File: config.mk
export PLATFORM = sky130hd
export DESIGN_NAME = pool_core
export DESIGN_NICKNAME = d
export VERILOG_FILES = /design/src/pool_pkg.sv /design/src/max_reduce.sv /design/src/neighbor_sel.sv /design/src/pool_core.sv
export SDC_FILE = /design/constraint.sdc
export NUM_CORES = 1
export LEC_CHECK = 0
export ABC_CLOCK_PERIOD_IN_PS = 8200
export BUFFER_PORTS_ARGS = -buffer_cell sky130_fd_sc_hd__buf_2
export CORE_UTILIZATION = 50
export CTS_CLUSTER_SIZE = 25
export DETAILED_ROUTE_END_ITERATION = 8
export PLACE_DENSITY = 0.73
export SYNTH_ARGS = -nofsm -noshare
export SYNTH_HDL_FRONTEND = slang
export SYNTH_HIERARCHICAL = 1
export SYNTH_SLANG_ARGS = --single-unit
File: constraint.sdc
create_clock -name clk -period 8.2 [get_ports clk]
set_input_delay 0.82 -clock clk [delete_from_list [all_inputs] [get_ports clk]]
set_output_delay 0.82 -clock clk [all_outputs]
set_load 0.05 [all_outputs]
File: src/pool_pkg.sv
package pool_pkg;

    // ==========================================================
    // Core and bus dimensions
    // ==========================================================
    localparam int num_cores  = 2;
    localparam int core_idx_w = 1;

    // Addresses, point counts and neighbor indices
    localparam int idx_w = 8;

    // Neighbor count range
    localparam int max_k = 4;
    localparam int k_w   = 3;

    // Activation word with four 8-bit lanes
    localparam int lanes = 4;
    localparam int act_w = 8;
    localparam int ofm_w = lanes * act_w;

    // Map word, index 0 in the low byte
    localparam int map_w = max_k * idx_w;

    // ==========================================================
    // Pool core job states
    // ==========================================================
    typedef enum logic [1:0] {
        st_idle  = 2'd0,
        st_fetch = 2'd1,
        st_drain = 2'd2
    } core_state_t;

endpackage

File: src/max_reduce.sv
`timescale 1ns/10ps

module max_reduce
    import pool_pkg::*;
(
    input  logic             clk,
    input  logic             rst_n,
    input  logic             start,
    input  logic [k_w-1:0]   k,
    input  logic [idx_w-1:0] nip,
    input  logic [idx_w-1:0] ofm_wr_base,
    input  logic             ofm_rd_dat_vld,
    input  logic [ofm_w-1:0] ofm_rd_dat,
    output logic             ofm_rd_dat_rdy,
    output logic             wr_vld,
    output logic [idx_w-1:0] wr_addr,
    output logic [ofm_w-1:0] wr_dat,
    input  logic             wr_rdy,
    output logic             done
);

    logic [lanes-1:0][act_w-1:0] din;
    logic [lanes-1:0][act_w-1:0] acc;
    logic [lanes-1:0][act_w-1:0] new_max;
    logic [k_w-1:0]              dat_cnt;
    logic [idx_w-1:0]            pt_cnt;
    logic [idx_w-1:0]            wr_cnt;
    logic                        last_dat;
    logic                        rd_hs;
    logic                        wr_hs;

    assign din      = ofm_rd_dat;
    assign last_dat = (dat_cnt == k - 1'b1);

    // Final datum of a point waits for a free result register
    assign ofm_rd_dat_rdy = !last_dat || !wr_vld || wr_rdy;
    assign rd_hs          = ofm_rd_dat_vld && ofm_rd_dat_rdy;
    assign wr_hs          = wr_vld && wr_rdy;
    assign done           = wr_hs && (wr_cnt == nip - 1'b1);

    // Unsigned lane max, datum 0 just loads
    always_comb begin
        for (int i = 0; i < lanes; i++) begin
            if (dat_cnt == '0 || din[i] > acc[i]) begin
                new_max[i] = din[i];
            end else begin
                new_max[i] = acc[i];
            end
        end
    end

    // ==========================================================
    // Counters and result valid
    // ==========================================================
    always_ff @(posedge clk or negedge rst_n) begin
        if (!rst_n) begin
            dat_cnt <= '0;
            pt_cnt  <= '0;
            wr_cnt  <= '0;
            wr_vld  <= 1'b0;
        end else if (start) begin
            dat_cnt <= '0;
            pt_cnt  <= '0;
            wr_cnt  <= '0;
        end else begin
            if (wr_hs) begin
                wr_vld <= 1'b0;
                wr_cnt <= wr_cnt + 1'b1;
            end
            if (rd_hs) begin
                if (last_dat) begin
                    dat_cnt <= '0;
                    pt_cnt  <= pt_cnt + 1'b1;
                    wr_vld  <= 1'b1;
                end else begin
                    dat_cnt <= dat_cnt + 1'b1;
                end
            end
        end
    end

    // Accumulator and result payload
    always_ff @(posedge clk) begin
        if (rd_hs) begin
            acc <= new_max;
            if (last_dat) begin
                wr_dat  <= new_max;
                wr_addr <= ofm_wr_base + pt_cnt;
            end
        end
    end

    a_wr_hold: assert property (@(posedge clk) disable iff (!rst_n)
        wr_vld && !wr_rdy |=> wr_vld && $stable(wr_addr) && $stable(wr_dat));

endmodule

File: src/neighbor_sel.sv
`timescale 1ns/10ps

module neighbor_sel
    import pool_pkg::*;
(
    input  logic             clk,
    input  logic             rst_n,
    input  logic [k_w-1:0]   k,
    input  logic [idx_w-1:0] ofm_rd_base,
    input  logic             map_vld,
    input  logic [map_w-1:0] map_dat,
    output logic             map_rdy,
    output logic             empty,
    output logic             ofm_rd_addr_vld,
    output logic [idx_w-1:0] ofm_rd_addr,
    input  logic             ofm_rd_addr_rdy
);

    logic [max_k-1:0][idx_w-1:0] map_word;
    logic                        full;
    logic [k_w-1:0]              nb_cnt;
    logic                        last_nb;
    logic                        addr_hs;

    // Buffer takes a word only when all k addresses are out
    assign map_rdy = !full;
    assign empty   = !full;

    assign ofm_rd_addr_vld = full;
    assign ofm_rd_addr     = ofm_rd_base + map_word[nb_cnt[$clog2(max_k)-1:0]];

    assign addr_hs = ofm_rd_addr_vld && ofm_rd_addr_rdy;
    assign last_nb = (nb_cnt == k - 1'b1);

    // ==========================================================
    // Buffer state and neighbor counter
    // ==========================================================
    always_ff @(posedge clk or negedge rst_n) begin
        if (!rst_n) begin
            full   <= 1'b0;
            nb_cnt <= '0;
        end else if (map_vld && map_rdy) begin
            full   <= 1'b1;
            nb_cnt <= '0;
        end else if (addr_hs) begin
            if (last_nb) begin
                full   <= 1'b0;
                nb_cnt <= '0;
            end else begin
                nb_cnt <= nb_cnt + 1'b1;
            end
        end
    end

    // Index payload
    always_ff @(posedge clk) begin
        if (map_vld && map_rdy) begin
            map_word <= map_dat;
        end
    end

endmodule

File: src/pool_core.sv
`timescale 1ns/10ps

module pool_core
    import pool_pkg::*;
(
    input  logic             clk,
    input  logic             rst_n,
    input  logic             cfg_vld,
    input  logic [k_w-1:0]   cfg_k,
    input  logic [idx_w-1:0] cfg_nip,
    input  logic [idx_w-1:0] cfg_map_base,
    input  logic [idx_w-1:0] cfg_ofm_rd_base,
    input  logic [idx_w-1:0] cfg_ofm_wr_base,
    output logic             cfg_rdy,
    output logic             map_req_vld,
    output logic [idx_w-1:0] map_req_addr,
    input  logic             map_req_rdy,
    input  logic             map_rsp_vld,
    input  logic [map_w-1:0] map_rsp_dat,
    output logic             map_rsp_rdy,
    output logic             ofm_rd_addr_vld,
    output logic [idx_w-1:0] ofm_rd_addr,
    input  logic             ofm_rd_addr_rdy,
    input  logic             ofm_rd_dat_vld,
    input  logic [ofm_w-1:0] ofm_rd_dat,
    output logic             ofm_rd_dat_rdy,
    output logic             wr_vld,
    output logic [idx_w-1:0] wr_addr,
    output logic [ofm_w-1:0] wr_dat,
    input  logic             wr_rdy
);

    core_state_t      state;
    logic [k_w-1:0]   k_r;
    logic [idx_w-1:0] nip_r;
    logic [idx_w-1:0] map_base_r;
    logic [idx_w-1:0] rd_base_r;
    logic [idx_w-1:0] wr_base_r;
    logic [idx_w-1:0] map_cnt;
    logic             map_pend;
    logic             sel_empty;
    logic             cfg_hs;
    logic             job_done;

    assign cfg_rdy = (state == st_idle);
    assign cfg_hs  = cfg_vld && cfg_rdy;

    // One map word in flight at a time
    assign map_req_vld  = (state == st_fetch) && sel_empty && !map_pend;
    assign map_req_addr = map_base_r + map_cnt;

    // ==========================================================
    // Job FSM and map fetch
    // ==========================================================
    always_ff @(posedge clk or negedge rst_n) begin
        if (!rst_n) begin
            state      <= st_idle;
            k_r        <= '0;
            nip_r      <= '0;
            map_base_r <= '0;
            rd_base_r  <= '0;
            wr_base_r  <= '0;
            map_cnt    <= '0;
            map_pend   <= 1'b0;
        end else begin
            if (map_rsp_vld && map_rsp_rdy) begin
                map_pend <= 1'b0;
            end
            case (state)
                st_idle: begin
                    if (cfg_hs) begin
                        k_r        <= cfg_k;
                        nip_r      <= cfg_nip;
                        map_base_r <= cfg_map_base;
                        rd_base_r  <= cfg_ofm_rd_base;
                        wr_base_r  <= cfg_ofm_wr_base;
                        map_cnt    <= '0;
                        state      <= st_fetch;
                    end
                end
                st_fetch: begin
                    if (map_req_vld && map_req_rdy) begin
                        map_pend <= 1'b1;
                        map_cnt  <= map_cnt + 1'b1;
                        if (map_cnt == nip_r - 1'b1) begin
                            state <= st_drain;
                        end
                    end
                end
                st_drain: begin
                    if (job_done) begin
                        state <= st_idle;
                    end
                end
                default: state <= st_idle;
            endcase
        end
    end

    neighbor_sel u_neighbor_sel (
        .clk             (clk),
        .rst_n           (rst_n),
        .k               (k_r),
        .ofm_rd_base     (rd_base_r),
        .map_vld         (map_rsp_vld),
        .map_dat         (map_rsp_dat),
        .map_rdy         (map_rsp_rdy),
        .empty           (sel_empty),
        .ofm_rd_addr_vld (ofm_rd_addr_vld),
        .ofm_rd_addr     (ofm_rd_addr),
        .ofm_rd_addr_rdy (ofm_rd_addr_rdy)
    );

    max_reduce u_max_reduce (
        .clk            (clk),
        .rst_n          (rst_n),
        .start          (cfg_hs),
        .k              (k_r),
        .nip            (nip_r),
        .ofm_wr_base    (wr_base_r),
        .ofm_rd_dat_vld (ofm_rd_dat_vld),
        .ofm_rd_dat     (ofm_rd_dat),
        .ofm_rd_dat_rdy (ofm_rd_dat_rdy),
        .wr_vld         (wr_vld),
        .wr_addr        (wr_addr),
        .wr_dat         (wr_dat),
        .wr_rdy         (wr_rdy),
        .done           (job_done)
    );

    a_cfg_legal: assert property (@(posedge clk) disable iff (!rst_n)
        cfg_hs |-> (cfg_k >= 1) && (cfg_k <= max_k) && (cfg_nip != '0));

endmodule

==> qor.yml, run 1 <==
p_sw_uw: 1887
max_freq_mhz: 241.1
instances_no_fill: 1131
cts_made_buffers: 17
drc: 0
clockBufferDepth: 2
grt.overflow.total: 0
cp_top_family: "flip-flops"
period_minus_slack_ps: 4147
arrival_ps: 3330
seqCellArea_um2: 4875
yosysWarnings: 6
vias: 6014
utilization_pct: 61.20
core_um2: 17540
drv_slew: 0
slowest_stage: "dfrtp_1"
crit_top_cell: "o21a_1"
drv_cap: 0
start_util_pct: 51.79
clock-sinks: 174
place_hpwl_mm: 12.40
synth_seq_cells: 174
ys.flop_type: "edfxtp_1"
cpPeakStageDelay_ps: 740
power_frac_comb_pct: 47.9
cts_tree: "yes"
finalCritPeriodShare_pct: 50.58
cellLeakagePower_uw: 0.004650
hold_path_class: "reg2reg"
firstDrtPassIters: 5
r2r_start: "u_max_reduce/dat_cnt[0]"
fillers: 1389
grt_first_pass_wirelength_mm: 27.93
row_count: 48
power_density_nw_per_um2: 399.9
drtAntennaViolNets: 0
synth_seq_area_share_pct: 53.67
grt_pass1_vias: 5928
critical_path.startpoint_type: "register"
crit_chain: "mux4_2 > ha_1 > inv_1 > fa_1 > nor2b_1 > o21a_1 > o21a_1 > o311ai_1 > buf_2"
clkLatencyLatePin_ps: 430
placed_cells: 1098
avgSynthCellArea_um2: 12.67
ios: 169
ys_async_sr_fraction_pct: 40.23
pwr-share-seq_pct: 33.9
critPathKind: "reg2out"
critPathBufInv: 2
postCtsResizedCells: 0
rsz0062_at_grt: "no"
clk_pin_slew_ps: 70
setup_ws_ps: 4053
io_buffers: 168
syn-cell-area_um2: 9082
dieWidth_um: 136.8
hold_start: "map_pend"
finalHoldViolCount: 0
worstSetupEndpointType: "output port"
post_cts_buffers: 0
syn-num-nets: 890
pre_cts_ws_ps: 4487
required_ps: 7380
fin_hold_ws_ps: 494.7
num-nets-final: 1065
via_per_inst: 5.317
die_y_um: 136.8
netlist-cell-type-count: 68
wire_per_inst_um: 15.29
tightestPinTransition_ps: 1124
synth_edf_count: 104
htreeDepth: 4
setup_viol: 0
holdBufCountCts: 0
p_int_uw: 2405
slew_headroom_pct: 24.93
cp_max_fo: 12
antenna_found_initial: 3
grt_start_max_net_pins: 71
multi_input_area_um2: 3891
clockPowerShare_pct: 18.2
tns_ps: 0
skew_ps: 7.748
cts_root_buf: "clkbuf_16"
swShare_pct: 43.96
die-area_um2: 18710
drive_gt1_share_pct: 31.82
gp_congestion: 0.8083
area_growth_pct: 18.17
status: "finished clean"
ir_worst_vdd_v: 0.0004987
cp-startpoint: "u_neighbor_sel/nb_cnt[0]"
drt_iter0_drc: 246
grt_use_total_pct: 19.41
wirelength_mm: 17.30
synthCells: 717
-- worst reg2reg max path, cell delays in order, from the launching register on --
cell     delay (ps)
dfrtp_1         420
inv_1            90
ha_1            140
nor2b_1         870
or3_1           280
o41ai_4         150
mux2_1          390
-- routing by layer --
metal | vias up | wire length, µm | track usage (%)
met2 | 178 | 7979 | 31.56
met1 | 2854 | 7952 | 25.45
met3 | 24 | 1117 | 4.667
met5 | - | 23 | 0
met4 | 4 | 224 | 6.593
li1 | 2954 | - | -
-- flip-flops by register name, indices dropped and copies added (netlist names) --
name / flops
u_max_reduce/acc: 32
u_max_reduce/wr_dat: 32
u_neighbor_sel/map_word: 32
map_base_r: 8
map_cnt: 8
nip_r: 8
rd_base_r: 8
u_max_reduce/pt_cnt: 8
u_max_reduce/wr_addr: 8
u_max_reduce/wr_cnt: 8
wr_base_r: 8
k_r: 3
u_max_reduce/dat_cnt: 3
u_neighbor_sel/nb_cnt: 3
state: 2
map_pend: 1
u_max_reduce/wr_vld: 1
u_neighbor_sel/ofm_rd_addr_vld: 1
-- logic make-up (layout without fill, tap and decap cells) --
| logic type | count (synthesis) | in the layout | synth area share (%) |
|---|---|---|---|
| xor gates and xnor gates | 62 | 62 | 6.365 |
| adders and majority gates | 66 | 66 | 9.340 |
| and+or+nand+nor | 171 | 171 | 9.698 |
| muxes | 75 | 75 | 10.25 |
| AOI/OAI and AO/OA | 88 | 88 | 7.095 |
| buffers and inverters | 81 | 269 | 3.582 |
| other | 0 | 1 | 0 |
| DFF | 174 | 174 | 53.67 |
-- area by class of cell --
cell class	count	share of cell area [%]
repair buffers	172	8.137
well taps	225	2.623
flip-flops and latches	174	45.42
clock inverters	15	1.306
multi-input cells	462	36.26
clock buffers	17	3.964
diodes	1	0.02332
inverters	65	2.273
-- power by group through the flow --
stage               combinational, µW  sequential, µW  clock, µW
finish                           2050            1460        781
global route                     2240            1490        836
CTS                              2070            1460        803
detailed placement               2060            1480          0
global placement                 2010            1470          0
floorplan                        1490            1600          0
-- metrics by stage --
step | cell area (µm²) | power, µW
2_1_floorplan | 9082 | 3093
3_3_place_gp | 10160 | 3479
3_5_place_dp | 10160 | 3535
4_1_cts | 10730 | 4334
5_1_grt | 10730 | 4568
6_report | 10730 | 4292
-- path summary, 6_finish.rpt --
kind | to | depth (start not counted) | slack, ps
max in group asynchronous | wr_base_r[2] | 1 | 7090
min in group asynchronous | map_base_r[5] | 1 | 520
max reg2reg | u_max_reduce/wr_dat[30] | 6 | 5590
min | map_pend | 2 | 490
max | ofm_rd_addr[6] | 9 | 4050
min reg2reg | map_pend | 2 | 490
-- cell usage after synthesis (2+ instances only) --
| master | instances | area share (%) |
|---|---|---|
| xor2_1 | 26 | 2.5 |
| clkbuf_1 | 4 | 0.17 |
| mux2_2 | 63 | 7.8 |
| o41ai_4 | 3 | 0.91 |
| mux2i_1 | 3 | 0.33 |
| a31oi_1 | 3 | 0.21 |
| nor2b_1 | 17 | 1.2 |
| dfrtp_1 | 70 | 19 |
| buf_4 | 3 | 0.25 |
| a21oi_1 | 22 | 1.2 |
| a21boi_0 | 2 | 0.17 |
| o31ai_1 | 3 | 0.25 |
| a21o_1 | 2 | 0.17 |
| mux4_2 | 8 | 2.0 |
| nand3_1 | 19 | 1.0 |
| o211ai_1 | 7 | 0.58 |
| nor4_1 | 5 | 0.34 |
| inv_1 | 65 | 2.7 |
| or3_1 | 4 | 0.28 |
| buf_2 | 8 | 0.44 |
| o21ai_0 | 17 | 0.94 |
| xnor2_1 | 33 | 3.2 |
| o21ai_1 | 2 | 0.11 |
| a211oi_1 | 4 | 0.33 |
| xnor3_1 | 2 | 0.50 |
| nand3b_1 | 2 | 0.17 |
| nand2b_1 | 6 | 0.41 |
| nand4_1 | 14 | 0.96 |
| and4_1 | 2 | 0.19 |
| nor3_1 | 7 | 0.39 |
| nand4b_1 | 2 | 0.19 |
| edfxtp_1 | 104 | 34 |
| fa_1 | 3 | 0.66 |
| o41ai_1 | 2 | 0.19 |
| nor2_1 | 47 | 1.9 |
| o21bai_1 | 2 | 0.17 |
| nand2_1 | 32 | 1.3 |
| and2_1 | 4 | 0.28 |
| o21a_1 | 3 | 0.25 |
| and3_1 | 2 | 0.14 |
| ha_1 | 63 | 8.7 |
-- placed cells by master (no fill, tap or decap), drive strengths merged, types with 4 or more instances in the layout --
master,netlist,routed
a211oi,4,4
a21oi,22,22
and2,4,4
buf,12,172
clkbuf,4,17
dfrtp,70,70
edfxtp,104,104
ha,63,63
inv,65,76
mux2,64,64
mux4,8,8
nand2,32,32
nand2b,6,6
nand3,19,19
nand4,14,14
nor2,49,49
nor2b,17,17
nor3,8,8
nor4,5,5
o211ai,7,7
o21ai,19,19
o41ai,5,5
or3,4,4
xnor2,33,33
xor2,27,27
Power figures use the tool's default switching activity.
==> run 2: changes to the inputs <==
ABC_CLOCK_PERIOD_IN_PS = 4300   (was 8200)
clock period = 4.3 ns   (was 8.2 ns; I/O delays follow)
==> run 2 against run 1 <==
Against the previous run: combinational power is 91% higher; die area stayed put; sequential power is 90% higher; critical path type unchanged; critical endpoint unchanged; highest routed layer unchanged.
==> qor.yml, run 2 (synthesized netlist as in run 1, its figures left out) <==
row_count: 48  # unchanged
clock-sinks: 174  # unchanged
wirelength_mm: 17.04  # -1.5%
final_cell_mix: "buf_2 (167), edfxtp_1 (104), dfrtp_1 (70)"
drc: 0  # unchanged
clockBufferDepth: 2  # unchanged
grt_pass1_vias: 5833  # -1.6%
drv_slew: 0  # unchanged
dieWidth_um: 136.8  # unchanged
arrival_ps: 3310  # -20 ps
finalCritPeriodShare_pct: 86.93
grt_use_total_pct: 19.27  # -0.13 points
drive_gt1_share_pct: 31.83  # about the same
period_minus_slack_ps: 3738
start_util_pct: 51.79  # unchanged
rsz0062_at_grt: "no"
required_ps: 3870  # -3510 ps
holdBufCountCts: 0  # unchanged
cellLeakagePower_uw: 0.004670  # +0.43%
grt.overflow.total: 0  # unchanged
firstDrtPassIters: 4  # -1
grt_start_max_net_pins: 71  # unchanged
final_common_cell: "buf_2"
drv_cap: 0  # unchanged
finalHoldViolCount: 0  # unchanged
die-area_um2: 18710  # unchanged
status: "finished clean"
slew_headroom_pct: 37.92  # +13 points
cp_max_fo: 12  # unchanged
antenna_found_initial: 4  # +1
top_regs: "u_max_reduce/acc x32, u_max_reduce/wr_dat x32, u_neighbor_sel/map_word x32"
cts_made_buffers: 17  # unchanged
critical_path.startpoint_type: "register"
tightestPinTransition_ps: 931.1  # -192.5 ps
skew_ps: 8.623  # +0.8751 ps
clk_pin_slew_ps: 60  # about the same
ir_worst_vdd_v: 0.0008513  # +71%
ios: 169  # unchanged
postCtsResizedCells: 0  # unchanged
io_buffers: 168  # unchanged
via_per_inst: 5.292  # -0.48%
place_hpwl_mm: 12.30  # -0.80%
clkLatencyLatePin_ps: 420  # about the same
power_density_nw_per_um2: 762.9  # +91%
setup_viol: 0  # unchanged
drtAntennaViolNets: 0  # unchanged
post_cts_buffers: 0  # unchanged
wire_per_inst_um: 15.02  # -1.8%
vias: 6001  # -0.22%
fin_hold_ws_ps: 138.0  # -356.7 ps
area_growth_pct: 18.71
max_freq_mhz: 267.5
cts_root_buf: "clkbuf_16"
die_y_um: 136.8  # unchanged
htreeDepth: 4  # unchanged
r2r_slack_ps: 1470  # -4120 ps
tns_ps: 0  # unchanged
num-nets-final: 1068  # +0.28%
gp_congestion: 0.7774  # -3.8%
critPathKind: "reg2out"
cts_tree: "yes"
worstSetupEndpointType: "output port"
grt_first_pass_wirelength_mm: 27.80  # -0.47%
cp-startpoint: "u_neighbor_sel/nb_cnt[0]"
drt_iter0_drc: 199  # -19%
hold_path_class: "in2async"
core_um2: 17540  # unchanged
r2r_start: "k_r[0]"
[run 2: metal layers]
layer	global-route usage, %	vias up	part of all wire, %
met4	5.067	8	0.68
li1	-	2960	-
met1	25.50	2858	46
met3	5.815	15	6.9
met5	0	-	0.23
met2	30.88	160	46
[run 2: worst max-delay path, cell delays in order, from the launching register on]
cell      delay [ps]
dfrtp_1          740
mux4_2           580
ha_1             220
inv_1             80
fa_1             200
nor2b_1           50
o21a_1           190
o21a_1           190
o311ai_1         310
buf_2            330
[run 2: power by group]
| part | total (µW) | internal, µW | leakage, µW | switching [µW] |
|---|---|---|---|---|
| registers | 2770 | 2380 | 0.00184 | 398 |
| clock network | 1540 | 892 | 0.000281 | 647 |
| logic | 3910 | 1450 | 0.00254 | 2460 |
[run 2: final cells by class]
| type | instances | area (µm²) |
|---|---|---|
| Timing Repair Buffer | 175 | 895.9 |
| Tap cell | 225 | 281.5 |
| Sequential cell | 174 | 4875 |
| Clock buffer | 20 | 456.7 |
| Fill cell | 1424 | 6755 |
| Clock inverter | 12 | 135.1 |
| Antenna cell | 1 | 2.502 |
| Multi-Input combinational cell | 462 | 3891 |
| Inverter | 65 | 244.0 |
[run 2: metrics by stage]
| stage | cell area, µm² | instances | util, % | setup slack [ps] | power (µW) |
|---|---|---|---|---|---|
| floorplan | 9082 | 717 | - | 682.7 | 5898 |
| global placement | 10190 | 1101 | 58.09 | 979.3 | 6653 |
| detailed placement | 10190 | 1101 | 58.09 | 931.2 | 6744 |
| CTS | 10780 | 1133 | 61.47 | 460.2 | 8309 |
| global route | 10780 | 1133 | 61.47 | 320.0 | 8749 |
| finish | 10780 | 1134 | 61.48 | 562.0 | 8225 |
[run 2: path summary, 6_finish.rpt]
kind | end | depth (start not counted)
min in group clk | u_neighbor_sel/map_word[3] | 1
max in group asynchronous | wr_base_r[4] | 1
hold / removal | map_base_r[4] | 1
hold reg to reg | map_pend | 2
setup reg to reg | u_max_reduce/pt_cnt[0] | 8
setup / recovery | ofm_rd_addr[6] | 9
